`src/hw/capture_pkg.sv`:
```
package capture_pkg;

    // one I or Q sample as it arrives on the line
    typedef logic signed [7:0] sample_t;

    // one capture memory word
    // I sits in the low byte and Q in the high byte
    typedef struct packed {
        sample_t q;
        sample_t i;
    } capture_word_t;

    // byte handed to the UART transmitter
    typedef logic [7:0] uart_byte_t;

    // data bits per input frame, I byte then Q byte, MSB first
    localparam int FRAME_BITS = 16;

    // number of memory banks, selected by the top address bits
    localparam int BANKS = 4;

endpackage

```
`src/hw/dump_sequencer.sv`:
```
module dump_sequencer #(
    parameter int ADDR_W = 14
) (
    input  logic                       clk,
    input  logic                       reset,
    input  capture_pkg::capture_word_t word,
    input  logic                       word_stb,
    output logic [ADDR_W-1:0]          ram_addr,
    output capture_pkg::capture_word_t ram_wdata,
    output logic                       ram_we,
    input  capture_pkg::capture_word_t ram_rdata,
    output capture_pkg::uart_byte_t    tx_data,
    output logic                       tx_start,
    input  logic                       tx_busy,
    output logic                       full,
    output logic                       done
);

    typedef enum logic [2:0] {
        ST_CAPTURE,
        ST_READ_WAIT,
        ST_SEND_LO,
        ST_SEND_HI,
        ST_DRAIN,
        ST_FINISHED
    } state_t;

    state_t            state;
    logic [ADDR_W-1:0] addr;
    logic              last_addr;
    logic              tx_ready;
    logic              sending;

    assign last_addr = (addr == {ADDR_W{1'b1}});
    assign tx_ready  = !tx_busy;
    assign sending   = (state == ST_SEND_LO) || (state == ST_SEND_HI);

    assign ram_addr  = addr;
    assign ram_wdata = word;
    assign ram_we    = (state == ST_CAPTURE) && word_stb;  // strobes outside capture dropped

    // rdata stays valid while the address is held
    assign tx_start = sending && tx_ready;
    assign tx_data  = (state == ST_SEND_HI) ? capture_pkg::uart_byte_t'(ram_rdata.q)
                                            : capture_pkg::uart_byte_t'(ram_rdata.i);

    assign full = (state != ST_CAPTURE);
    assign done = (state == ST_FINISHED);

    always_ff @(posedge clk) begin
        if (reset) begin
            state <= ST_CAPTURE;
            addr  <= '0;
        end else begin
            case (state)
                ST_CAPTURE: begin
                    if (ram_we) begin
                        addr <= addr + 1'b1;  // wraps to 0 after the last word
                        if (last_addr) begin
                            state <= ST_READ_WAIT;
                        end
                    end
                end
                ST_READ_WAIT: begin
                    state <= ST_SEND_LO;  // one cycle read latency
                end
                ST_SEND_LO: begin
                    if (tx_start) begin
                        state <= ST_SEND_HI;
                    end
                end
                ST_SEND_HI: begin
                    if (tx_start) begin
                        addr  <= addr + 1'b1;
                        state <= last_addr ? ST_DRAIN : ST_READ_WAIT;
                    end
                end
                ST_DRAIN: begin
                    if (tx_ready) begin  // last stop bit out
                        state <= ST_FINISHED;
                    end
                end
                default: begin
                    state <= ST_FINISHED;  // idle until reset
                end
            endcase
        end
    end

endmodule

```
`config.mk`:
```
export PLATFORM = sky130hd
export DESIGN_NAME = dump_sequencer
export DESIGN_NICKNAME = d
export VERILOG_FILES = /design/src/hw/capture_pkg.sv /design/src/hw/dump_sequencer.sv
export SDC_FILE = /design/constraint.sdc
export NUM_CORES = 1
export LEC_CHECK = 0
export BUFFER_PORTS_ARGS = -buffer_cell sky130_fd_sc_hd__buf_2
export CAP_MARGIN = 10
export CORE_ASPECT_RATIO = 0.6
export CORE_MARGIN = 8
export CORE_UTILIZATION = 44
export DETAILED_ROUTE_END_ITERATION = 8
export HOLD_SLACK_MARGIN = 0.06
export PLACE_DENSITY = 0.85
export SYNTH_ARGS = -nofsm -noshare
export SYNTH_HDL_FRONTEND = slang
export SYNTH_SLANG_ARGS = --single-unit
```
`constraint.sdc`:
```
create_clock -name clk -period 3.9 [get_ports clk]
set_clock_uncertainty 0.2 [all_clocks]
set_input_delay 0.585 -clock clk [delete_from_list [all_inputs] [get_ports clk]]
set_output_delay 0.585 -clock clk [all_outputs]
set_load 0.005 [all_outputs]
```
# == Word-level counts from Yosys, hierarchy flattened ==
# Cells that the tools add are included.
# word_totals
inputBits,36
word_cells,34
reg_bits,17
# op_classes
n_eq_ne,11
mux,11
add_sub_neg,1
reduce_logical,9
# op_table
cell,n
$mux 14,2
$pmux 14 s2,1
$mux 3,6
$pmux 3 s5,1
$add 14x1->14 const B,1
$eq 14x14->1 const B,1
$ne 2x2->1 const B,5
$mux 8,1
$eq 3x2->1 const B,2
$eq 3x3->1 const B,2
$reduce_and 5->1,1
$eq 3x1->1 const B,1
$logic_not 3->1,1
$reduce_and 3->1,1
$reduce_bool 3->1,1
$logic_and 1x1->1,2
$reduce_bool 2->1,1
$logic_not 1->1,1
$logic_or 1x1->1,1

# == Depth between registers and ports, before layout ==
# logic_depth
depth_word,5
mapped_depth,6
ltp_nobuf,5

# == Worst setup path before layout ==
# OpenSTA, ideal clock, no wires.
# synth_timing
path_kind,input port to flip-flop
start,input word_stb
end,"register addr[11], in the netlist ram_addr[11]"
setup_ps,71
path_buffers,0
cell_stages,4
arrival_ps,1773
slack_ps,1857
path_cell_list,nor4b_4 -> o21ai_4 -> or4_1 -> a21oi_1
# synth_between
elab_chain_len,3
# synth_lines
element,line_no,source
"start, declared",dump_sequencer.sv:7,"input logic word_stb,"
$logic_and 1x1->1,dump_sequencer.sv:40,assign ram_we = (state == ST_CAPTURE) && word_stb;
$ne 2x2->1 (no line),n/a,
$reduce_and 3->1 (no line),n/a,
"end signal, assigned",dump_sequencer.sv:58,addr <= addr + 1'b1;
"end signal, assigned",dump_sequencer.sv:74,addr <= addr + 1'b1;
"end, declared",dump_sequencer.sv:29,logic [ADDR_W-1:0] addr;
# No other way between the ends.
# A chain may end at the register's enable or synchronous reset.

# == Worst setup path after layout ==
# layout_timing
start,register state[2]
end,output tx_data[4]
# layout_between
elab_chain_len,2
# layout_lines
element,line_no,source
"start, declared",dump_sequencer.sv:28,state_t state;
"start signal, assigned",dump_sequencer.sv:75,state <= last_addr ? ST_DRAIN : ST_READ_WAIT;
$eq 3x2->1,dump_sequencer.sv:44,assign tx_data = (state == ST_SEND_HI) ? capture_pkg::uart_byte_t'(ram_rdata.q)
$mux 8,dump_sequencer.sv:44,
"end, declared",dump_sequencer.sv:12,"output capture_pkg::uart_byte_t tx_data,"
# No other way between the ends.

==> qor.csv <==
stage;metric;value;unit
logic_synthesis;yosys warns;0;
logic_synthesis;ys flop type;dfxtp_1;
critical_path;Crit Path Class;reg2out;
final_layout;most frequent cells in the layout;buf_2 (45), dfxtp_1 (17), nor2_1 (12), mux2_2 (8), a21oi_1 (8);
global_route;global-route wire length before repair;4.66;mm
logic_synthesis;Post-synth ARST share;0;%
timing;final hold violations;0;
logic_synthesis;mean post-synth cell area;8.65;um^2
route;Met1 Wirelength;1.21;mm
critical_path;worst reg2reg endpoint;ram_addr[12]$_SDFFE_PP0P_;
final_layout;Post-Layout Inst Area;1280;um^2
clock_network;CTS Buffer Depth;2;
timing;Slew headroom;60.3;%
route;met3 WL post-DR;221;um
timing;Max Clock Freq;396;MHz
global_route;number of global-route vias before repair;999;
route;met2 wire length;1.63;mm
critical_path;CP delay by family, top;flip-flops;
route;Initial DRC Count;145;
final_layout;Multi-input gate area;613;um^2
logic_synthesis;dominant cell type by area after synthesis;dfxtp_1;
critical_path;setup slack, reg-to-reg;1700;ps
logic_synthesis;Synth Cell Area;1120;um^2
min_path;hold depth;2;
logic_synthesis;sequential element share of the synthesized area;30.3;%
clock_network;clk_lat worst skew;260;ps
min_path;Hold Startpoint;ram_addr[1]$_SDFFE_PP0P_;
outcome;outcome;finished, final reports clean;
critical_path;biggest fanout along the worst timing path;11;
final_layout;layout cells sized above 1;37.6;%
timing;endpoints failing setup;0;
run;Max Cap Viol;0;
floorplanning;die width;81.3;um
clock_network;Hold Buf Count CTS;0;
timing;RSZ-0062 raised after global routing;no;
route;DRT antenna net count;0;
global_route;initial antenna violation count;0;
final_layout;sequential standard cell area;340;um^2
final_layout;ant diodes;0;
timing;max-slew violation count;0;
global_route;largest net degree at the start of global routing;17;
final_layout;Filler cells;224;
global_route;All-Layer GR Usage;13.2;%
route;drt drc;0;
pwr;Pleak;0.000569;uW
clock_network;TritonCTS clock tree;built;
timing;slew at the pin closest to its max-slew limit;592;ps
logic_synthesis;share of the synthesized area in the top cell type;30.3;%
route;drt total wl;3.09;mm
clock_network;total CTS buffers;3;
floorplanning;initial core utilization;45.5;%
critical_path;critical path required time;3120;ps
final_layout;Synth-to-Final Area Change;13.7;%
critical_path;reg2reg start;state[1]$_SDFFE_PP0P_;
route;via count;1084;
route;TritonRoute pass-1 iters;4;
critical_path;Worst Setup End Kind;primary output;
timing;Period Utilization, post-route;64.8;%
floorplanning;Ports;78;
clock_network;Worst-path clk slew;60;ps
clock_network;CTS resizes;0;
pwr;worst IR drop on VDD;0.000226;V
logic_synthesis;FF+latch count, synth;17;
route;DR WL/cell;16.4;um
final_layout;commonest non-fill, non-tap cell in the layout;buf_2;
logic_synthesis;Post-Synthesis Cells;130;
clock_network;Root Buffer Master;clkbuf_8;
pwr;pwr dens;270;nW/um^2
logic_synthesis;Yosys cell types;39;
min_path;hold endpoint;ram_addr[1]$_SDFFE_PP0P_;
critical_path;largest stage delay on the critical path;570;ps
critical_path;Buf+Inv Stages, Crit Path;1;
placement;gpl congestion;0.848;
route;Vias/cell;5.74;
timing;setup TNS;0;ps
critical_path;Worst Path Arrival;1740;ps
global_route;global route overflow;0;
floorplanning;Die Y;55.2;um
placement;Port Buf Inserts;45;
clock_network;clk sink count;17;
pwr;Total Power;345;uW
floorplanning;Die Footprint;4480;um^2
floorplanning;FP Rows;14;
final_layout;layout net count;195;
critical_path;cell chain of the critical path;nand3b_1 -> mux2_2 -> buf_2;
logic_synthesis;top cells by area, synth;dfxtp_1 (30%), buf_4 (11%), mux2_2 (8.0%);
clock_network;H-tree depth;1;
critical_path;crit path launch type;register;
logic_synthesis;Post-Syn Nets;167;
critical_path;slowest CP cell;dfxtp_1;
timing;post-layout minimum cycle time;2530;ps
logic_synthesis;Post-synth EDFFs;0;
clock_network;Setup Buffers After CTS;0;
placement;placed inst area;1230;um^2
critical_path;Worst Reg-to-Reg Cells;4;
floorplanning;CORE AREA;2470;um^2
min_path;hold crit path type;reg2reg;
placement;HPWL after DPL;2.35;mm
route;DR top layer;met4;
## worst max-delay path by stage
stage	startpoint	to	slack (ps)	depth (start not counted)
floorplan	word_stb	ram_addr[11]$_SDFFE_PP0P_	1860	4
global placement	tx_busy	ram_addr[13]$_SDFFE_PP0P_	1720	6
detailed placement	word_stb	ram_addr[9]$_SDFFE_PP0P_	1610	5
CTS	state[2]$_SDFFE_PP0P_	tx_data[4]	1400	3
global route	state[0]$_SDFFE_PP0P_	tx_data[0]	1310	3
finish	state[2]$_SDFFE_PP0P_	tx_data[4]	1370	3
## cell usage after synthesis, types with 2 or more instances
cell       n
xor2_1     7
dfxtp_1   17
o21ai_0    5
buf_4     16
or3_1      3
nor3_1     2
buf_6      2
clkbuf_1   3
a21oi_1    8
o31ai_1    2
o211ai_1   3
or4_1      2
and3_1     3
o21a_1     2
buf_2      2
nand3_1    5
mux2_2     8
nor2_1    12
inv_1      2
nand2_1    7
## registers in the layout, indices dropped and copies added (netlist names)
signal and cells:
ram_addr 14, state 3
## cell families after synthesis
group	synth area share (%)
AO/OA/AOI/OAI	15.1
XOR/XNOR	5.45
adder cells (fa/ha/maj)	1.11
buffers and inverters	15.2
flip-flops	30.3
multiplexers	8.01
AND/OR/NAND/NOR	24.8
## area by class of cell
type / instances / area share, %
multi-input combinational: 88 / 47.9
sequential: 17 / 26.6
timing repair buffer: 46 / 18.2
inverter: 2 / 0.587
clock buffer: 4 / 3.52
tap: 32 / 3.13
## routing by layer
layer  global-route usage, %  up-vias
li1                        -      505
met1                    15.4      527
met2                    22.6       46
met3                    4.52        6
met4                    4.41        0
met5                       0        -
## through the flow
stage                     utilization [%]  instances  hold slack [ps]  setup WS, ps
after global routing                 51.8        189              339          1310
after CTS                            51.8        189              312          1400
after floorplan                         -        130              277          1860
after global placement               49.9        185              284          1720
final                                51.8        189              321          1370
after detailed placement             49.9        185              306          1610
## where the power goes
group,internal (uW),switching (uW)
clock network,72.6,59.6
logic,18.2,16.5
registers,176,2.60
total,267,78.7
## tightest hold or removal path: stages, from the launching register on
cell     delay (ps)
dfxtp_1         340
nand2_1          70
a21oi_1          70
Note: power is estimated with default switching activity, not from simulation.
