--- src/hw/capture_pkg.sv ---
package capture_pkg;

    // one I or Q sample as it arrives on the line
    typedef logic signed [7:0] sample_t;

    // one capture memory word
    // I sits in the low byte and Q in the high byte
    typedef struct packed {
        sample_t q;
        sample_t i;
    } capture_word_t;

    // byte handed to the UART transmitter
    typedef logic [7:0] uart_byte_t;

    // data bits per input frame, I byte then Q byte, MSB first
    localparam int FRAME_BITS = 16;

    // number of memory banks, selected by the top address bits
    localparam int BANKS = 4;

endpackage

--- src/hw/uart_tx.sv ---
module uart_tx #(
    parameter int CLKS_PER_BIT = 40000
) (
    input  logic                    clk,
    input  logic                    reset,
    input  capture_pkg::uart_byte_t data,
    input  logic                    start,
    output logic                    tx,
    output logic                    busy
);

    localparam int CNT_W   = $clog2(CLKS_PER_BIT + 1);
    localparam int FRAME_W = 10;  // start, 8 data, stop
    localparam int BIT_W   = $clog2(FRAME_W);

    logic [CNT_W-1:0]   baud_cnt;
    logic [BIT_W-1:0]   bit_cnt;
    logic [FRAME_W-1:0] shift_q;
    logic               bit_end;
    logic               last_bit;

    assign bit_end  = (baud_cnt == CNT_W'(CLKS_PER_BIT - 1));
    assign last_bit = (bit_cnt == BIT_W'(FRAME_W - 1));
    assign tx       = shift_q[0];  // LSB first

    always_ff @(posedge clk) begin
        if (reset) begin
            busy     <= 1'b0;
            shift_q  <= '1;  // line idles high
            baud_cnt <= '0;
            bit_cnt  <= '0;
        end else if (!busy) begin
            if (start) begin
                shift_q  <= {1'b1, data, 1'b0};
                busy     <= 1'b1;
                baud_cnt <= '0;
                bit_cnt  <= '0;
            end
        end else if (bit_end) begin
            baud_cnt <= '0;
            shift_q  <= {1'b1, shift_q[FRAME_W-1:1]};
            if (last_bit) begin
                busy <= 1'b0;  // stop bit complete
            end else begin
                bit_cnt <= bit_cnt + 1'b1;
            end
        end else begin
            baud_cnt <= baud_cnt + 1'b1;
        end
    end

endmodule

--- config.mk ---
export PLATFORM = sky130hd
export DESIGN_NAME = uart_tx
export DESIGN_NICKNAME = d
export VERILOG_FILES = /design/src/hw/capture_pkg.sv /design/src/hw/uart_tx.sv
export SDC_FILE = /design/constraint.sdc
export NUM_CORES = 1
export LEC_CHECK = 0
export ABC_AREA = 1
export BUFFER_PORTS_ARGS = -buffer_cell sky130_fd_sc_hd__buf_2
export CAP_MARGIN = 5
export CORE_MARGIN = 2
export CORE_UTILIZATION = 53
export CTS_CLUSTER_DIAMETER = 200
export CTS_CLUSTER_SIZE = 8
export DETAILED_ROUTE_END_ITERATION = 10
export GPL_ROUTABILITY_DRIVEN = 0
export GPL_TIMING_DRIVEN = 1
export HOLD_SLACK_MARGIN = 0.15
export PLACE_DENSITY = 0.74
export SETUP_SLACK_MARGIN = 0.4
export SLEW_MARGIN = 20
export SYNTH_ARGS = -nofsm -noshare
export SYNTH_HDL_FRONTEND = slang
export SYNTH_SLANG_ARGS = --single-unit
--- constraint.sdc ---
create_clock -name clk -period 1.3 [get_ports clk]
set_input_delay 0.065 -clock clk [delete_from_list [all_inputs] [get_ports clk]]
set_output_delay 0.065 -clock clk [all_outputs]
set_load 0.01 [all_outputs]
# After elaboration in Yosys (flattened, before gate mapping)
# Cells that the tools add are included.
classes:
  addsub: 2
  n_eq_ne: 4
  mux: 14
  n_reduce_logical: 3
op_table:
  columns: ["op", "count"]
  rows:
  - ["two-way mux 16 bit", 3]
  - ["two-way mux 10 bit", 3]
  - ["adder 16 x 1 -> 16 bit, second input constant", 1]
  - ["equality test 16 bit, second input constant", 1]
  - ["two-way mux 4 bit", 4]
  - ["adder 4 x 1 -> 4 bit, second input constant", 1]
  - ["equality test 4 bit, second input constant", 1]
  - ["two-way mux 1 bit", 4]
  - ["AND reduction 3 bit", 1]
  - ["!= test 2 x 1 -> 1 bit, second input constant", 1]
  - ["!= test 2 bit, second input constant", 1]
  - ["AND reduction 2 bit", 1]
  - ["nonzero test 2 bit", 1]
word_totals:
  register_bits: 31
  input_bits: 11
  out_inout_bits: 2
  elab_cells: 27

# Depth between registers and ports, before layout
logic_depth:
  ltp_word: 4
  depth_mapped: 10

# Worst setup path before layout
# OpenSTA, ideal clock, no wires.
synth_path:
  path_type: "register to register"
  start: "reg baud_cnt[1]"
  end: "reg baud_cnt[12]"
  t_arrival_ns: 1.245
  t_required_ns: 1.191
  path_slack_ns: -0.053
  path_stages_with_launch: 11
  n_path_buf: 0
  path_cell_list: "dfxtp_1 -> ha_1 -> nand2_1 -> nor2_2 -> nand2_1 -> nor2_2 -> nand2_1 -> nand3_1 -> nand3_1 -> nand2_1 -> inv_1"
synth_between:
  elab_chain_cells: 3
  word_cells_on_any_way: 4
synth_lines:
  columns: ["element", "line_no", "text"]
  rows:
  - ["from (decl)", "uart_tx.sv:16", "logic [CNT_W-1:0] baud_cnt;"]
  - ["from (signal assigned)", "uart_tx.sv:48", "baud_cnt <= baud_cnt + 1'b1;"]
  - ["adder 16 x 1 -> 16 bit / equality test 16 bit (equally long branches)", "uart_tx.sv:48, uart_tx.sv:22", null]
  - ["two-way mux 16 bit *", "uart_tx.sv:39", "end else if (bit_end) begin"]
  - ["two-way mux 16 bit *", "uart_tx.sv:32", "end else if (!busy) begin"]
# Mark *: on every way between the ends. The rest lies on a longest branch, timed or not.
# A chain may end at the register's enable or synchronous reset.

# Worst setup path after layout
layout_path:
  start: "reg baud_cnt[1]"
  end: "reg baud_cnt[1]"
# The elaborated chain is that of the path after synthesis.

==> results.py <==
metrics = {
    "synth": {
        "synth_area_leaders": "dfxtp_1 35%, nand2_1 20%, nand3_1 9.1%",
        "synth.most_common_cell": "nand2_1",
        "syn_avg_cell_area_um2": 6.548,
        "synth_top_flop_cell": "dfxtp_1",
        "ys_seq_elements": 30,
        "synth.cell_area_um2": 1709,
        "yosysSeqAreaShare_pct": 35.14,
        "yosys-top-cells-count": "89 x nand2_1, 31 x nand3_1, 30 x dfxtp_1",
        "yosysTopAreaCellShare_pct": 35.14,
        "yosysWarnings": 0,
        "synth_largest_area_cell": "dfxtp_1",
        "synth_cells": 261,
        "ys_async_sr_fraction_pct": 0,
        "synth_fp_nets": 275,
        "synth_edf_count": 0,
        "ys_types": 31,
    },
    "global_route": {
        "grt_max_degree": 15,
        "antenna_found_initial": 0,
        "grt-ovfl-total": 0,
        "grt_pass1_wl_mm": 8.197,
        "track_usage_pct": 30.40,
        "grt_pass1_vias": 1799,
    },
    "pwr": {
        "pwr_density_cell_nw_per_um2": 802.3,
        "switching_share_pct": 30.50,
        "clkPwrFrac_pct": 30.4,
        "combPwrFrac_pct": 20.6,
        "power.leakage_nw": 1.075,
        "intPower_mw": 1.403,
        "ir_drop_mv": 0.6315,
        "pwr-share-seq_pct": 49.0,
        "p_switching_mw": 0.6158,
    },
    "hold_path": {
        "hp-class": "input pin to register",
        "hold-path-endpoint": "baud_cnt[4]$_SDFFE_PP0P_",
        "hold_path_depth": 4,
        "min_from": "start",
    },
    "final_layout": {
        "final_util_pct": 82.42,
        "area_growth_pct": 47.22,
        "antennaDiodeCount": 0,
        "fin_cells": 366,
        "post_route_cells_drive_above_1_share_pct": 43.17,
        "fin_nets": 335,
        "fillers": 209,
    },
    "run": {
        "cap_violations": 0,
    },
    "setup_path": {
        "worst-path-max-fanout": 7,
        "startpoint_type": "register",
        "worstPathRequired_ps": 1570,
        "critPathLaunch": "baud_cnt[1]$_SDFFE_PP0P_",
        "regToRegSetupSlack_ps": -100,
        "worstRegToRegCells": 8,
        "cp-end-kind": "register",
        "r2r_start": "baud_cnt[1]$_SDFFE_PP0P_",
        "r2r-end": "baud_cnt[1]$_SDFFE_PP0P_",
        "arrival_ps": 1670,
        "path_class": "register to register",
    },
    "routing": {
        "met3_length_um": 195,
        "wl_met2_mm": 2.541,
        "top_layer": "met4",
        "wl_per_cell_um": 13.83,
        "routed_via_density": 5.186,
        "drt-initial-drc-count": 160,
        "drt_wl_total_mm": 5.060,
        "wl_met1_mm": 2.211,
        "route.detailed.drc": 0,
        "first_pass_iters": 4,
        "vias": 1898,
        "ant_nets": 0,
    },
    "sta": {
        "finalSetupViolations": 23,
        "final_hold_viol_count": 0,
        "tightestPinTransition_ps": 233.5,
        "finalCritPeriodShare_pct": 107.4,
        "slew_viol_final": 0,
        "fin_worst_skew_ps": 12.50,
        "timing.slew.headroom_pct": 84.27,
        "worst_slack_ps": -96.62,
        "period_needed_ps": 1397,
        "max_freq_ghz": 0.7160,
        "rsz0062_at_grt": "yes",
    },
    "die": {
        "initial_core_util_pct": 55.98,
        "core-area_um2": 3053,
        "die_w_um": 60.79,
        "die_y_um": 60.79,
        "num_rows": 20,
        "dieArea_um2": 3695,
        "ios": 13,
    },
    "clocking": {
        "clock_latency_ps": 340,
        "cts_tree": "built",
        "clk_path_buf_depth": 2,
        "clock_sinks": 30,
        "cts_buffers": 5,
        "ctsHtreeMaxLevel": 2,
        "clkTransAtPathRegs_ps": 100,
        "cts_root_buf": "clkbuf_4",
        "hold_buffers": 9,
    },
    "placed_design": {
        "dp_hpwl_mm": 2.818,
        "port_buffers": 12,
        "dpl.cell_count": 335,
        "post-place-ws_ps": -121.2,
    },
    "status": {
        "status": "finished, violations left",
        "violations": "setup timing",
    },
}
[cell type report]
type	instances	area (µm²)	share of cell area, %
flip-flops and latches	30	628.1	24.96
repair buffers	60	473.0	18.80
clock buffers	7	55.05	2.188
inverters	24	97.59	3.879
multi-input cells	200	1202	47.79
clock inverters	1	5.005	0.1989
well taps	44	55.05	2.188
[power by group through the flow]
stage / logic, mW / registers [mW] / clock network (mW)
3_5_place_dp: 0.281 / 1.02 / 0
3_3_place_gp: 0.273 / 1.02 / 0
6_report: 0.417 / 0.989 / 0.613
4_1_cts: 0.380 / 0.986 / 0.617
5_1_grt: 0.449 / 0.996 / 0.667
2_1_floorplan: 0.200 / 1.01 / 0
[cell families after synthesis]
group           synth area share, %
compound gates                11.64
xor+xnor                      1.025
simple gates                  41.22
fa+ha+maj                     2.196
buf+inv                       8.785
flops                         35.14
[metal layers]
| metal | global-route usage, % | vias to the layer above |
|---|---|---|
| met5 | 0 | - |
| met4 | 11.49 | 0 |
| met3 | 5.970 | 15 |
| met2 | 50.54 | 45 |
| met1 | 39.03 | 875 |
| li1 | - | 963 |
[how the worst max path moves through the flow]
| stage | end | slack (ps) | cells after the start |
|---|---|---|---|
| 2_1_floorplan | baud_cnt[12]$_SDFFE_PP0P_ | 40 | 10 |
| 3_3_place_gp | shift_q[0]$_SDFFE_PP1P_ | -60 | 8 |
| 3_5_place_dp | shift_q[3]$_SDFFE_PP1P_ | -120 | 8 |
| 4_1_cts | baud_cnt[8]$_SDFFE_PP0P_ | -40 | 8 |
| 5_1_grt | baud_cnt[12]$_SDFFE_PP0P_ | -130 | 8 |
| 6_report | baud_cnt[1]$_SDFFE_PP0P_ | -100 | 8 |
[critical path: stages (launching register included)]
cell and delay (ps):
dfxtp_2 350, ha_4 170, nand3_4 90, nor2_4 50, buf_4 130, a21oi_2 140
buf_6 160, nand2_2 60, a21oi_2 160
[metrics by stage]
step                      cell area (µm²)  hold slack, ps  total power, mW  TNS, ps
after global placement               2003           295.7            1.289   -731.3
after detailed placement             2003           288.3            1.298    -1561
final                                2516           122.8            2.019    -1033
after global routing                 2516           123.7            2.112    -2347
after floorplan                      1762           143.7            1.213        0
after CTS                            2424           69.07            1.982   -395.0
[registers in the layout, summed over array words and instances (netlist names)]
name and flops:
shift_q 9, bit_cnt 4, busy 1, baud_cnt 16
[cell usage in the layout (no fill, tap or decap), drive strengths merged]
| master | Yosys | routed |
|---|---|---|
| nor2 | 25 | 25 |
| clkbuf | 3 | 7 |
| inv | 22 | 22 |
| nand3 | 33 | 33 |
| xor2 | 1 | 1 |
| and2 | 1 | 1 |
| nand2 | 93 | 95 |
| a221oi | 1 | 1 |
| o211ai | 1 | 1 |
| or2 | 3 | 3 |
| ha | 3 | 3 |
| buf | 6 | 51 |
| a21oi | 22 | 22 |
| nand4 | 2 | 2 |
| xnor2 | 1 | 1 |
| clkinv | 2 | 3 |
| dlygate4sd3 | 0 | 9 |
| o21ai | 10 | 10 |
| dfxtp | 30 | 30 |
| o21bai | 2 | 2 |
[timing repair]
action                                  CTS  global route
cloned                                    2             0
endpoints found under the setup margin   31            32
setup buffers                            11             1
pin swaps                                11            11
endpoints found under the hold margin    20             3
resized for setup                        45            30
(Power assumes the default switching activity.)
