File: config.mk
export PLATFORM = sky130hd
export DESIGN_NAME = sample_deserializer
export DESIGN_NICKNAME = d
export VERILOG_FILES = /design/src/hw/capture_pkg.sv /design/src/hw/sample_deserializer.sv
export SDC_FILE = /design/constraint.sdc
export NUM_CORES = 1
export LEC_CHECK = 0
export BUFFER_PORTS_ARGS = -buffer_cell sky130_fd_sc_hd__buf_2
export CORE_UTILIZATION = 45
export DETAILED_ROUTE_END_ITERATION = 7
export PLACE_DENSITY = 0.71
export SLEW_MARGIN = 20
export SYNTH_ARGS = -nofsm -noshare
export SYNTH_HDL_FRONTEND = slang
export SYNTH_SLANG_ARGS = --single-unit
File: constraint.sdc
create_clock -name clk -period 2.2 [get_ports clk]
set_input_delay 0.44 -clock clk [delete_from_list [all_inputs] [get_ports clk]]
set_output_delay 0.44 -clock clk [all_outputs]
set_load 0.02 [all_outputs]
File: src/hw/capture_pkg.sv
package capture_pkg;

    // one I or Q sample as it arrives on the line
    typedef logic signed [7:0] sample_t;

    // one capture memory word
    // I sits in the low byte and Q in the high byte
    typedef struct packed {
        sample_t q;
        sample_t i;
    } capture_word_t;

    // byte handed to the UART transmitter
    typedef logic [7:0] uart_byte_t;

    // data bits per input frame, I byte then Q byte, MSB first
    localparam int FRAME_BITS = 16;

    // number of memory banks, selected by the top address bits
    localparam int BANKS = 4;

endpackage

File: src/hw/sample_deserializer.sv
module sample_deserializer (
    input  logic                       clk,
    input  logic                       reset,
    input  logic                       sig,
    output capture_pkg::capture_word_t word,
    output logic                       word_stb
);

    localparam int CNT_W = $clog2(capture_pkg::FRAME_BITS);
    localparam int HALF  = capture_pkg::FRAME_BITS / 2;

    typedef enum logic [1:0] {
        ST_IDLE,
        ST_SHIFT,
        ST_EMIT
    } state_t;

    state_t                            state;
    logic [CNT_W-1:0]                  bit_cnt;
    logic [capture_pkg::FRAME_BITS-1:0] shift_q;
    logic                              last_bit;

    assign last_bit = (bit_cnt == CNT_W'(capture_pkg::FRAME_BITS - 1));

    // first byte on the line is I, second is Q
    assign word = '{
        q: capture_pkg::sample_t'(shift_q[HALF-1:0]),
        i: capture_pkg::sample_t'(shift_q[capture_pkg::FRAME_BITS-1:HALF])
    };
    assign word_stb = (state == ST_EMIT);

    always_ff @(posedge clk) begin
        if (reset) begin
            state   <= ST_IDLE;
            bit_cnt <= '0;
        end else begin
            case (state)
                ST_IDLE: begin
                    bit_cnt <= '0;
                    if (!sig) begin  // start bit
                        state <= ST_SHIFT;
                    end
                end
                ST_SHIFT: begin
                    bit_cnt <= bit_cnt + 1'b1;
                    if (last_bit) begin
                        state <= ST_EMIT;
                    end
                end
                // line is not looked at during the strobe cycle
                default: state <= ST_IDLE;
            endcase
        end
    end

    // MSB first
    always_ff @(posedge clk) begin
        if (state == ST_SHIFT) begin
            shift_q <= {shift_q[capture_pkg::FRAME_BITS-2:0], sig};
        end
    end

endmodule

Yosys cells after proc, flatten, opt, wreduce, memory -nomap -nowiden

Index checks and enable logic that the tools add are counted.

Input port bits: 3
Bits in registers: 22
Output and inout port bits: 17
Word-level logic and storage cells: 16

Muxes and demuxes: 4
Reduce and logical (&&, ||, !) cells: 3
Add/subtract/negate cells: 1
Eq/ne operators: 5

Operator list:

| kind                                          | count |
|---|---|
| case mux 4 bit (2 select lines)               | 1 |
| adder 4 x 1 -> 4 bit, second input constant   | 1 |
| == test 4 bit, second input constant          | 1 |
| two-way mux 2 bit                             | 2 |
| != test 2 bit, second input constant          | 2 |
| case mux 2 bit (2 select lines)               | 1 |
| == test 2 x 1 -> 1 bit, second input constant | 1 |
| == test 2 bit, second input constant          | 1 |
| logical NOT 2 bit                             | 1 |
| AND reduction 2 bit                           | 1 |
| nonzero test 2 bit                            | 1 |

Depth between registers and ports, before layout

Gate-level depths: netlist of the first run.

Depth after elaboration: 3
Depth in mapped cells: 4
Gate-level depth less buffers: 4

Worst setup path after synthesis of the first run

OpenSTA, ideal clock, no wires.

Kind: register to register
Start point: reg state[1]
End point: reg shift_q[0] (netlist bit) (enable)
Arrival: 0.868 ns
Clock period less this slack: 1.238 ns
Library setup time: 0.371 ns
Stages on the path, launching flop included: 3
Required time: 1.829 ns
Slack: 0.962 ns
Buffers on the path: 0
Cell sequence: dfxtp_1 -> nand2b_1 -> inv_1

Cells in the longest elaborated chain, start to end: 1

RTL lines:

| item                     | line                      | source |
|---|---|---|
| start: declaration       | sample_deserializer.sv:18 | `state_t state;` |
| start signal: assignment | sample_deserializer.sv:34 | `state <= ST_IDLE;` |
| start signal: assignment | sample_deserializer.sv:41 | `state <= ST_SHIFT;` |
| start signal: assignment | sample_deserializer.sv:47 | `state <= ST_EMIT;` |
| == test 2 x 1 -> 1 bit   | sample_deserializer.sv:58 | `if (state == ST_SHIFT) begin` |
| end signal: assignment   | sample_deserializer.sv:59 | `shift_q <= {shift_q[capture_pkg::FRAME_BITS-2:0], sig};` |
| end: declaration         | sample_deserializer.sv:20 | `logic [capture_pkg::FRAME_BITS-1:0] shift_q;` |

Every way passes these cells.
A chain may end at the register's enable or synchronous reset.

Worst setup path in the final report of the first run

Start point: reg state[1]
End point: out word_stb

Cells in the longest elaborated chain, start to end: 1

RTL lines:

| item             | line                      | source |
|---|---|---|
| == test 2 bit    | sample_deserializer.sv:30 | `assign word_stb = (state == ST_EMIT);` |
| end: declaration | sample_deserializer.sv:6  | `output logic word_stb` |

Every way passes these cells.

==> results.md, run 1 <==
- # resized after CTS: 0
- CTS HTree Levels: 1
- Initial drt markers: 11
- Synth Area in Compound Gates: 0.0358
- Clock tree from TritonCTS: built
- Sequential fraction of the synthesis area: 0.819
- CTS Root Cell: clkbuf_4
- Leak: 0.000334 uW
- DP HPWL: 731 um
- WL/cell: around 12 um
- TritonRoute pass-1 iters: 3
- Share of the synthesized area in the top cell type: 0.655
- Number of global-route vias before repair: around 350
- Count of input and output buffers: 19
- Max FO, Critical Path: 8
- CORE AREA: about 0.0015 mm2
- Initial antenna violation count: 0
- Grt ovf: 0
- Layout cell share with drive strength beyond 1: 0.324
- FF-to-FF Start: state[1]$_SDFFE_PP0P_
- Drt total wl: 1040 um
- RD Place Congestion: approximately 0.73
- Fin cells: 84
- Syn_nets: 49
- Vias/cell: roughly 5.2
- R2R Setup Slk: between 0.7 and 0.8 ns
- Fmax: ~660 MHz
- Critical path data arrival time: 1.07 ns
- Hold Path Class: primary input to register
- CP Launch Type: register
- Status: finished clean
- DR vias: 438
- Worst Reg-to-Reg Cells: 4
- Die W: 42.4 um
- Hold WS: about 0.33 ns
- Largest net degree at the start of global routing: 19
- RR Endpoint: bit_cnt[2]$_SDFFE_PP0P_
- DIE HEIGHT: 42.4 um
- Post-Syn Area: approximately 730 um2
- N_diodes: 0
- Worst Min Path Start: sig
- Initial Util: 0.487
- Hold EP: shift_q[0]$_DFFE_PN_
- Slew HR: 0.581
- Setup tns final: 0 ns
- Post-Synth XOR/XNOR Area: 0
- Synth warn: 0
- WP data required: roughly 1.8 ns
- Largest family of logic cells by synthesized area: simple AND/OR/NAND/NOR gates
- Row cnt: 14
- Max clock buf depth: 2
- Final hold vios: 0
- Synth Register Bits: 22
- Synthesized instance count: 45
- Synth Area in Simple Gates: 0.109
- CTS clock-pin slew for the worst setup and hold paths: between 0.1 and 0.15 ns
- I/O pin total: 20
- Post-Synth Adder-Cell Area: 0.0171
- Cell count of the worst hold path: 1
- Worst slew pin tran: around 0.63 ns
- Top cells by area, synth: edfxtp_1, dfxtp_1, a21oi_1
- Clk sinks: 22
- PwrDens: ~820 mW/mm2
- GRT Total Usage: 0.129
- Area leader, netlist: edfxtp_1
- Post-route ant nets: 0
- Yosys cell types: 16
- Clk_skew: about 0.0035 ns
- Hold Buf Count CTS: 0
- Mux cell area share after synthesis: 0.0137
- Post-layout util: 0.581
- Max-cap viol count: 0
- Post-CTS Setup Inserts: 0
- Area delta synth->final: 19.3%
- Final #Nets: 73
- Worst-Skew Late Latency: 0.29 ns
- Final setup fails: 0
- Mean Syn Cell Area: 16.3 um2
- CP Capture Type: output port
- Slew Viols, Final: 0
- Unrepaired setup endpoints after global routing: false
- First-pass GRT wire length: about 1600 um
- Die area: ~0.0018 mm2
- Maximum vdd drop: slightly below 0.0005 V
- Final Instance Area: between 800 and 900 um2
- Cells after DPL: 80
- Critical path type: register to output port
- Residual DRC count: 0
- Final cycle utilization of the critical path: 0.684
- Min cycle time layout: 1.51 ns
- CTS buffer count: 3
- Dpl cell area: roughly 850 um2
worst max-delay path by stage:
stage,start,end,slack [ns],depth (start not counted)
4_1_cts,state[1]$_SDFFE_PP0P_,word_stb,0.70,2
6_report,state[1]$_SDFFE_PP0P_,word_stb,0.69,2
2_1_floorplan,state[1]$_SDFFE_PP0P_,shift_q[0]$_DFFE_PN_,0.96,2
5_1_grt,state[1]$_SDFFE_PP0P_,word_stb,0.60,2
3_3_place_gp,state[1]$_SDFFE_PP0P_,shift_q[15]$_DFFE_PN_,0.83,2
3_5_place_dp,state[1]$_SDFFE_PP0P_,shift_q[14]$_DFFE_PN_,0.79,2
synth_stat cells (all sizes together):
master	instances
edfxtp	16
dfxtp	6
a21oi	3
nand3	3
nand2	2
nand3b	2
nor2	2
nor2b	2
nor3	2
a31oi	1
ha	1
inv	1
mux2i	1
nand2b	1
o21ai	1
or3	1
worst max-delay path, stage by stage (launching register included):
cell and delay, ns:
dfxtp_1 0.45, nor2b_1 0.16, buf_2 0.16
kinds of logic after synthesis:
logic type               count (synthesis)
adder cells (fa/ha/maj)                  1
multiplexers                             1
AND/OR/NAND/NOR                         15
AO/OA/AOI/OAI                            5
flip-flops                              22
buffers and inverters                    1
through the flow:
stage | worst slack, ns | total power (uW)
floorplan | 0.962 | 525
global placement | 0.830 | 547
detailed placement | 0.786 | 549
CTS | 0.698 | 722
global route | 0.598 | 755
finish | 0.695 | 719
area by class of cell:
cell class	instances	area, um2
inverter	1	3.75
multi-input combinational	22	129
sequential	22	601
fill	132	632
timing repair buffer	19	95.1
tap	16	20.0
clock buffer	4	26.3
metal layers:
| metal | up-vias | GRT usage | wire (um) |
|---|---|---|---|
| li1 | 213 | - | - |
| met1 | 207 | 0.188 | 530 |
| met2 | 16 | 0.166 | 432 |
| met3 | 2 | 0.0431 | 69 |
| met4 | 0 | 0.0750 | 4 |
| met5 | - | 0 | 0 |
state kept, by name (all words and copies together) (netlist names):
name / flops
bit_cnt: 4
shift_q: 16
state: 2
layout by cell type, fill, tap and decap left out, drive strengths merged, types with 2 or more instances in the layout:
cell type | synthesis | routed
a21oi | 3 | 3
buf | 0 | 19
clkbuf | 0 | 4
dfxtp | 6 | 6
edfxtp | 16 | 16
nand2 | 2 | 2
nand3 | 3 | 3
nand3b | 2 | 2
nor2 | 2 | 2
nor2b | 2 | 2
nor3 | 2 | 2
where the power goes:
part	total (uW)	switching, uW	internal [uW]
clock network	180	110	70.5
logic	57.1	40.7	16.3
registers	481	11.4	470
total	719	162	557
Power figures use the tool's default switching activity.
==> run 2, diff against run 1 <==
--- a/config.mk
+++ b/config.mk
@@ -6,7 +6,7 @@
 export NUM_CORES = 1
 export LEC_CHECK = 0
 export BUFFER_PORTS_ARGS = -buffer_cell sky130_fd_sc_hd__buf_2
-export CORE_UTILIZATION = 45
+export CORE_UTILIZATION = 43
 export DETAILED_ROUTE_END_ITERATION = 7
 export PLACE_DENSITY = 0.71
 export SLEW_MARGIN = 20
==> constraint.sdc (replaced) <==
create_clock -name clk -period 1.25 [get_ports clk]
set_input_delay 0.25 -clock clk [delete_from_list [all_inputs] [get_ports clk]]
set_output_delay 0.25 -clock clk [all_outputs]
set_load 0.02 [all_outputs]
==> run 2 against run 1 <==
- first-iteration DRC count decreased by 18%
- clock power grew 76%
- global-route usage is 0.57 points higher
- combinational power increased by 89%
- flip-flop and latch count is the same
- non-clock buffer count increased by 4
- core utilization increased by 1.3 points
- sequential power rose by 76%
- critical path type unchanged
- critical endpoint unchanged
==> results.md, run 2 (synthesis results as in run 1) <==
- CP Launch Type: register (unchanged)
- WP data required: 1.00 ns (was 1.76 ns)
- DR vias: 446 (was 438)
- CP Depth: 2 (unchanged)
- Area delta synth->final: 24.7% (was 19.3%)
- Number of global-route vias before repair: 378 (was 345)
- DIE HEIGHT: 43.3 um (was 42.4 um)
- Residual DRC count: 0 (unchanged)
- WL/cell: 12.9 um (was 12.3 um)
- Final setup fails: 0 (unchanged)
- Fillers: 135 (was 132)
- Cells after DPL: 83 (was 80)
- Largest net degree at the start of global routing: 13 (was 19)
- Maximum vdd drop: 0.00106 V (was 0.000488 V)
- Slew HR: 0.901 (was 0.581)
- Grt ovf: 0 (unchanged)
- CTS buffer count: 3 (unchanged)
- N_diodes: 0 (unchanged)
- Slew Viols, Final: 0 (unchanged)
- Row cnt: 14 (unchanged)
- Final cycle utilization of the critical path: 0.961
- Final #Nets: 77 (was 73)
- RD Place Congestion: 0.756 (was 0.727)
- Largest registers: shift_q x16, bit_cnt x4, state x2 (unchanged)
- Vias/cell: 5.07 (was 5.21)
- Initial drt markers: 9 (was 11)
- Initial Util: 0.476 (was 0.487)
- Worst-Skew Late Latency: 0.29 ns (about the same)
- GRT Total Usage: 0.135 (was 0.129)
- Die area: 0.00187 mm2 (was 0.00179 mm2)
- Count of input and output buffers: 19 (unchanged)
- CTS HTree Levels: 1 (unchanged)
- Layout cell share with drive strength beyond 1: 0.403 (was 0.324)
- Status: finished clean (unchanged)
- Critical path data arrival time: 0.95 ns (was 1.07 ns)
- Fmax: around 830 MHz
- Commonest cells after routing, fill and taps aside: buf_2, edfxtp_1, buf_4, dfxtp_1 (was buf_2, edfxtp_1, dfxtp_1)
- CTS Root Cell: clkbuf_4 (unchanged)
- Critical path type: register to output port (unchanged)
- Initial antenna violation count: 0 (unchanged)
- Max stage delay cell, worst path: dfxtp_4 (was dfxtp_1)
- CP Launch Point: state[1]$_SDFFE_PP0P_ (unchanged)
- TritonRoute pass-1 iters: 4 (was 3)
- Max FO, Critical Path: 5 (was 8)
- CP endpoint: word_stb (unchanged)
- CP Buf/Inv Count: 1 (unchanged)
- Unrepaired setup endpoints after global routing: false (unchanged)
- CTS clock-pin slew for the worst setup and hold paths: 0.11 ns (about the same)
- DP HPWL: 791 um (was 731 um)
- I/O pin total: 20 (unchanged)
- Die W: 43.3 um (was 42.4 um)
- Clk_skew: 0.00214 ns (was 0.00352 ns)
- Setup tns final: 0 ns (unchanged)
- Worst slew pin tran: 0.148 ns (was 0.628 ns)
- Most common cell after layout, fill and taps aside: buf_2 (unchanged)
- Final hold vios: 0 (unchanged)
- Hold Path Class: primary input to register (unchanged)
- PwrDens: 1390 mW/mm2 (was 822 mW/mm2)
- Post-route ant nets: 0 (unchanged)
- R2R Setup Slk: 0.14 ns (was 0.78 ns)
- Max reg flops: 16 (unchanged)
- CORE AREA: 0.00154 mm2 (was 0.00151 mm2)
- Max incr delay on CP: 0.37 ns (was 0.45 ns)
- First-pass GRT wire length: 1750 um (was 1630 um)
- Drt total wl: 1130 um (was 1040 um)
- Delay-heaviest family, CP: flip-flops (unchanged)
- CP cell instances: nor2b_2, buf_4 (was nor2b_1, buf_2)
- Max-cap viol count: 0 (unchanged)
- Clock tree from TritonCTS: built (unchanged)
- Hold Buf Count CTS: 0 (unchanged)
- Min cycle time layout: between 1 and 1.5 ns
- Worst Reg-to-Reg Cells: 3 (was 4)
- CP Capture Type: output port (unchanged)
- Leak: 0.000356 uW (was 0.000334 uW)
- Clk sinks: 22 (unchanged)
- Largest Register: shift_q (unchanged)
- Fin cells: 88 (was 84)
- FF-to-FF Start: state[1]$_SDFFE_PP0P_ (unchanged)
- Max clock buf depth: 2 (unchanged)
- Cell count of the worst hold path: 1 (unchanged)
- RR Endpoint: bit_cnt[3]$_SDFFE_PP0P_ (was bit_cnt[2]$_SDFFE_PP0P_)
## run 2: cell types whose count changed in the layout (fill, tap and decap cells not counted)
cell | before | now
buf_4 | 0 | 5
dfxtp_1 | 6 | 4
buf_2 | 19 | 18
dfxtp_2 | 0 | 1
dfxtp_4 | 0 | 1
nor2b_1 | 2 | 1
nor2b_2 | 0 | 1
## run 2: how the worst min path moves through the flow
stage,start,end
2_1_floorplan,reset,bit_cnt[1]$_SDFFE_PP0P_
3_3_place_gp,shift_q[5]$_DFFE_PN_,shift_q[6]$_DFFE_PN_
3_5_place_dp,shift_q[0]$_DFFE_PN_,shift_q[1]$_DFFE_PN_
4_1_cts,sig,shift_q[0]$_DFFE_PN_
5_1_grt,sig,shift_q[0]$_DFFE_PN_
6_report,sig,shift_q[0]$_DFFE_PN_
## run 2: area by class of cell
class / instances / area (um2) / share of cell area
Clock buffer: 4 / 26.3 / 0.0287
Inverter: 1 / 3.75 / 0.00410
Multi-Input combinational cell: 22 / 131 / 0.144
Sequential cell: 22 / 606 / 0.662
Tap cell: 16 / 20.0 / 0.0219
Timing Repair Buffer: 23 / 128 / 0.140
## run 2: per-layer routing
layer | wire, um | global-route usage | vias up
met1 | 550 | 0.186 | 202
li1 | - | - | 221
met3 | 92 | 0.0936 | 0
met2 | 490 | 0.188 | 23
met5 | 0 | 0 | -
met4 | 0 | 0 | 0
## run 2: metrics by stage
step,setup WS (ns),instance area (um2),hold WS [ns],utilization,power (uW)
3_5_place_dp,0.117,871,0.433,0.565,973
4_1_cts,0.00617,893,0.134,0.580,1290
6_report,0.0489,915,0.142,0.593,1270
3_3_place_gp,0.179,871,0.425,0.565,970
2_1_floorplan,0.0117,733,0.319,-,924
5_1_grt,0.00127,915,0.124,0.593,1330
## run 2: timing repair
action / CTS / global route
resized for setup: 2 / 3
buffers inserted: 0 / 2
endpoints found under the hold margin: 0 / 0
endpoints found under the setup margin: 1 / 1
## run 2: power breakdown
part	switching [uW]	internal (uW)	total, uW
clock	192	124	316
sequential	20.5	825	846
combinational	72.7	35.3	108
==> run 3, diff against run 2 <==
--- a/config.mk
+++ b/config.mk
@@ -7,6 +7,7 @@
 export LEC_CHECK = 0
 export BUFFER_PORTS_ARGS = -buffer_cell sky130_fd_sc_hd__buf_2
 export CORE_UTILIZATION = 43
+export CTS_BUF_LIST = sky130_fd_sc_hd__clkbuf_4 sky130_fd_sc_hd__clkbuf_8 sky130_fd_sc_hd__clkbuf_16
 export DETAILED_ROUTE_END_ITERATION = 7
 export PLACE_DENSITY = 0.71
 export SLEW_MARGIN = 20
==> constraint.sdc (replaced) <==
create_clock -name clk -period 1.25 [get_ports clk]
set_input_delay 0.0625 -clock clk [delete_from_list [all_inputs] [get_ports clk]]
set_output_delay 0.0625 -clock clk [all_outputs]
set_load 0.02 [all_outputs]
==> run 3 against run 2 <==
- worst setup slack gained 0.072 ns
- largest cell class unchanged
- final cell count grew 1.1%
- die area is the same
- cell area grew 0.68%
- via count grew 0.22%
- register-to-register slack lost 0.02 ns
- clock power grew 6%
- first-iteration DRC count shrank 11%
- core utilization grew 0.41 points
- routed wire length grew 0.53%
==> results.md, run 3 (synthesis results as in run 1) <==
- Status: finished clean (unchanged)
- I/O pin total: 20 (unchanged)
- Clock power frac: 0.259 (was 0.249)
- Max clock buf depth: 2 (unchanged)
- Initial Util: 0.476 (unchanged)
- Vias/cell: 5.02 (was 5.07)
- Final #Nets: 78 (was 77)
- Count of input and output buffers: 19 (unchanged)
- DP HPWL: 791 um (unchanged)
- Hold WS: 0.451 ns (was 0.142 ns)
- Fillers: 133 (was 135)
- Die W: 43.3 um (unchanged)
- Grt ovf: 0 (unchanged)
- Met1 GRT Util: 0.187 (was 0.186)
- Largest Register: shift_q (unchanged)
- CTS Root Cell: clkbuf_4 (unchanged)
- Leak: 0.000362 uW (was 0.000356 uW)
- Met2 Track Usage GR: 0.203 (was 0.188)
- Drt total wl: 1140 um (was 1130 um)
- DIE HEIGHT: 43.3 um (unchanged)
- Hold Buf Count CTS: 2 (was 0)
- Residual DRC count: 0 (unchanged)
- Flop pwr share: 0.654 (was 0.666)
- Final cycle utilization of the critical path: 0.903 (was 0.961)
- Max-cap viol count: 0 (unchanged)
- Commonest cells after routing, fill and taps aside: buf_2, edfxtp_1, dfxtp_1, clkbuf_4 (was buf_2, edfxtp_1, buf_4, dfxtp_1)
- Critical path data arrival time: 1.36 ns (was 0.95 ns)
- Slew Viols, Final: 0 (unchanged)
- Most common cell after layout, fill and taps aside: buf_2 (unchanged)
- Total power draw: 1290 uW (was 1270 uW)
- Logic pwr share: 0.087 (was 0.085)
- N_diodes: 0 (unchanged)
- Max FO, Critical Path: 7 (was 5)
- Post-layout util: 0.597 (was 0.593)
- Initial antenna violation count: 0 (unchanged)
- CTS clock-pin slew for the worst setup and hold paths: 0.11 ns (about the same)
- Delay-heaviest family, CP: simple AND/OR/NAND/NOR gates (was flip-flops)
- Post-CTS Setup Inserts: 0 (unchanged)
- Largest registers: shift_q x16, bit_cnt x4, state x2 (unchanged)
- Sw Share: 0.218 (was 0.224)
- Final hold vios: 0 (unchanged)
- First-pass GRT wire length: 1800 um (was 1750 um)
- Worst slew pin tran: 0.193 ns (was 0.148 ns)
- CP Launch Type: register (unchanged)
- Number of global-route vias before repair: 381 (was 378)
- Clk sinks: 22 (unchanged)
- DR vias: 447 (was 446)
- Maximum vdd drop: 0.000843 V (was 0.00106 V)
- Sw Pwr: 283 uW (was 285 uW)
- CTS HTree Levels: 1 (unchanged)
- Die area: 0.00187 mm2 (unchanged)
- RD Place Congestion: 0.756 (unchanged)
- CORE AREA: 0.00154 mm2 (unchanged)
- Max reg flops: 16 (unchanged)
- Fmax: 886 MHz (was 833 MHz)
- Min cycle time layout: 1.13 ns (was 1.20 ns)
- # resized after CTS: 0 (was 2)
- Row cnt: 14 (unchanged)
- Max incr delay on CP: 0.43 ns (was 0.37 ns)
- Hold Path Class: register to register (was primary input to register)
- Largest net degree at the start of global routing: 13 (unchanged)
- Max stage delay cell, worst path: dfxtp_1 (was dfxtp_4)
- CP Capture Type: register (was output port)
- PwrDens: 1410 mW/mm2 (was 1390 mW/mm2)
- Layout cell share with drive strength beyond 1: 0.356 (was 0.403)
- Met3 Use GR: 0.0936 (unchanged)
- Area delta synth->final: 25.6% (was 24.7%)
- Final setup fails: 0 (unchanged)
- CP Buf/Inv Count: 0 (was 1)
- TritonRoute pass-1 iters: 4 (unchanged)
- GR peak layer: met2 (unchanged)
- WP data required: 1.48 ns (was 1.00 ns)
- Clock tree from TritonCTS: built (unchanged)
- Post-route ant nets: 0 (unchanged)
- CTS buffer count: 3 (unchanged)
- Slew HR: 0.871 (was 0.901)
- Clk_skew: 0.00437 ns (was 0.00214 ns)
- WL/cell: 12.8 um (was 12.9 um)
- CP cell instances: nand2b_1, or3_1, a31oi_1 (was nor2b_2, buf_4)
- P_int: 1010 uW (was 984 uW)
- Unrepaired setup endpoints after global routing: false (unchanged)
- Setup tns final: 0 ns (unchanged)
- Initial drt markers: 8 (was 9)
- Worst-Skew Late Latency: 0.29 ns (about the same)
- Critical path type: register to register (was register to output port)
- GRT Total Usage: 0.140 (was 0.135)
## run 3: cell types whose count changed in the layout (fill, tap and decap cells not counted)
cell / before / now
buf_2: 18 / 19
buf_4: 5 / 3
clkbuf_1: 1 / 0
clkbuf_4: 3 / 4
dfxtp_1: 4 / 6
dfxtp_2: 1 / 0
dfxtp_4: 1 / 0
dlygate4sd3_1: 0 / 2
nor2b_1: 1 / 2
nor2b_2: 1 / 0
## run 3: worst reg2reg max path, delay by kind of cell, from the launching register on
kind,cells,cell delay [ns]
AOI/OAI and AO/OA,1,0.15
DFF,1,0.43
and+or+nand+nor,2,0.49
## run 3: path summary, 6_finish.rpt
path | from | endpoint | slack [ns] | cells after the start
max | state[0]$_SDFFE_PP0P_ | bit_cnt[3]$_SDFFE_PP0P_ | 0.12 | 3
min | shift_q[11]$_DFFE_PN_ | shift_q[12]$_DFFE_PN_ | 0.45 | 0
max reg2reg | state[0]$_SDFFE_PP0P_ | bit_cnt[3]$_SDFFE_PP0P_ | 0.12 | 3
min reg2reg | shift_q[11]$_DFFE_PN_ | shift_q[12]$_DFFE_PN_ | 0.45 | 0
## run 3: stage by stage
| step | area (um2) | std cells | worst slack, ns |
|---|---|---|---|
| 2_1_floorplan | 733 | 45 | 0.0117 |
| 3_3_place_gp | 871 | 83 | 0.179 |
| 5_1_grt | 921 | 89 | 0.0199 |
| 3_5_place_dp | 871 | 83 | 0.117 |
| 4_1_cts | 921 | 89 | 0.112 |
| 6_report | 921 | 89 | 0.121 |
## run 3: power groups by stage
stage	logic (uW)	clock network, uW	registers, uW
6_report	112	335	846
5_1_grt	121	390	851
4_1_cts	115	356	847
3_5_place_dp	110	0	863
3_3_place_gp	108	0	862
2_1_floorplan	24.4	0	900
## run 3: per-layer routing
layer,part of all wire,wire [um]
met5,0,0
met4,0,0
met1,0.46,528
met2,0.46,521
met3,0.079,90
## run 3: final cells by class
cell class | count | area (um2) | area share
clock buffer | 4 | 30.0 | 0.0326
inverter | 1 | 3.75 | 0.00408
multi-input combinational | 22 | 129 | 0.140
sequential | 22 | 601 | 0.652
tap | 16 | 20.0 | 0.0217
timing repair buffer | 24 | 138 | 0.149
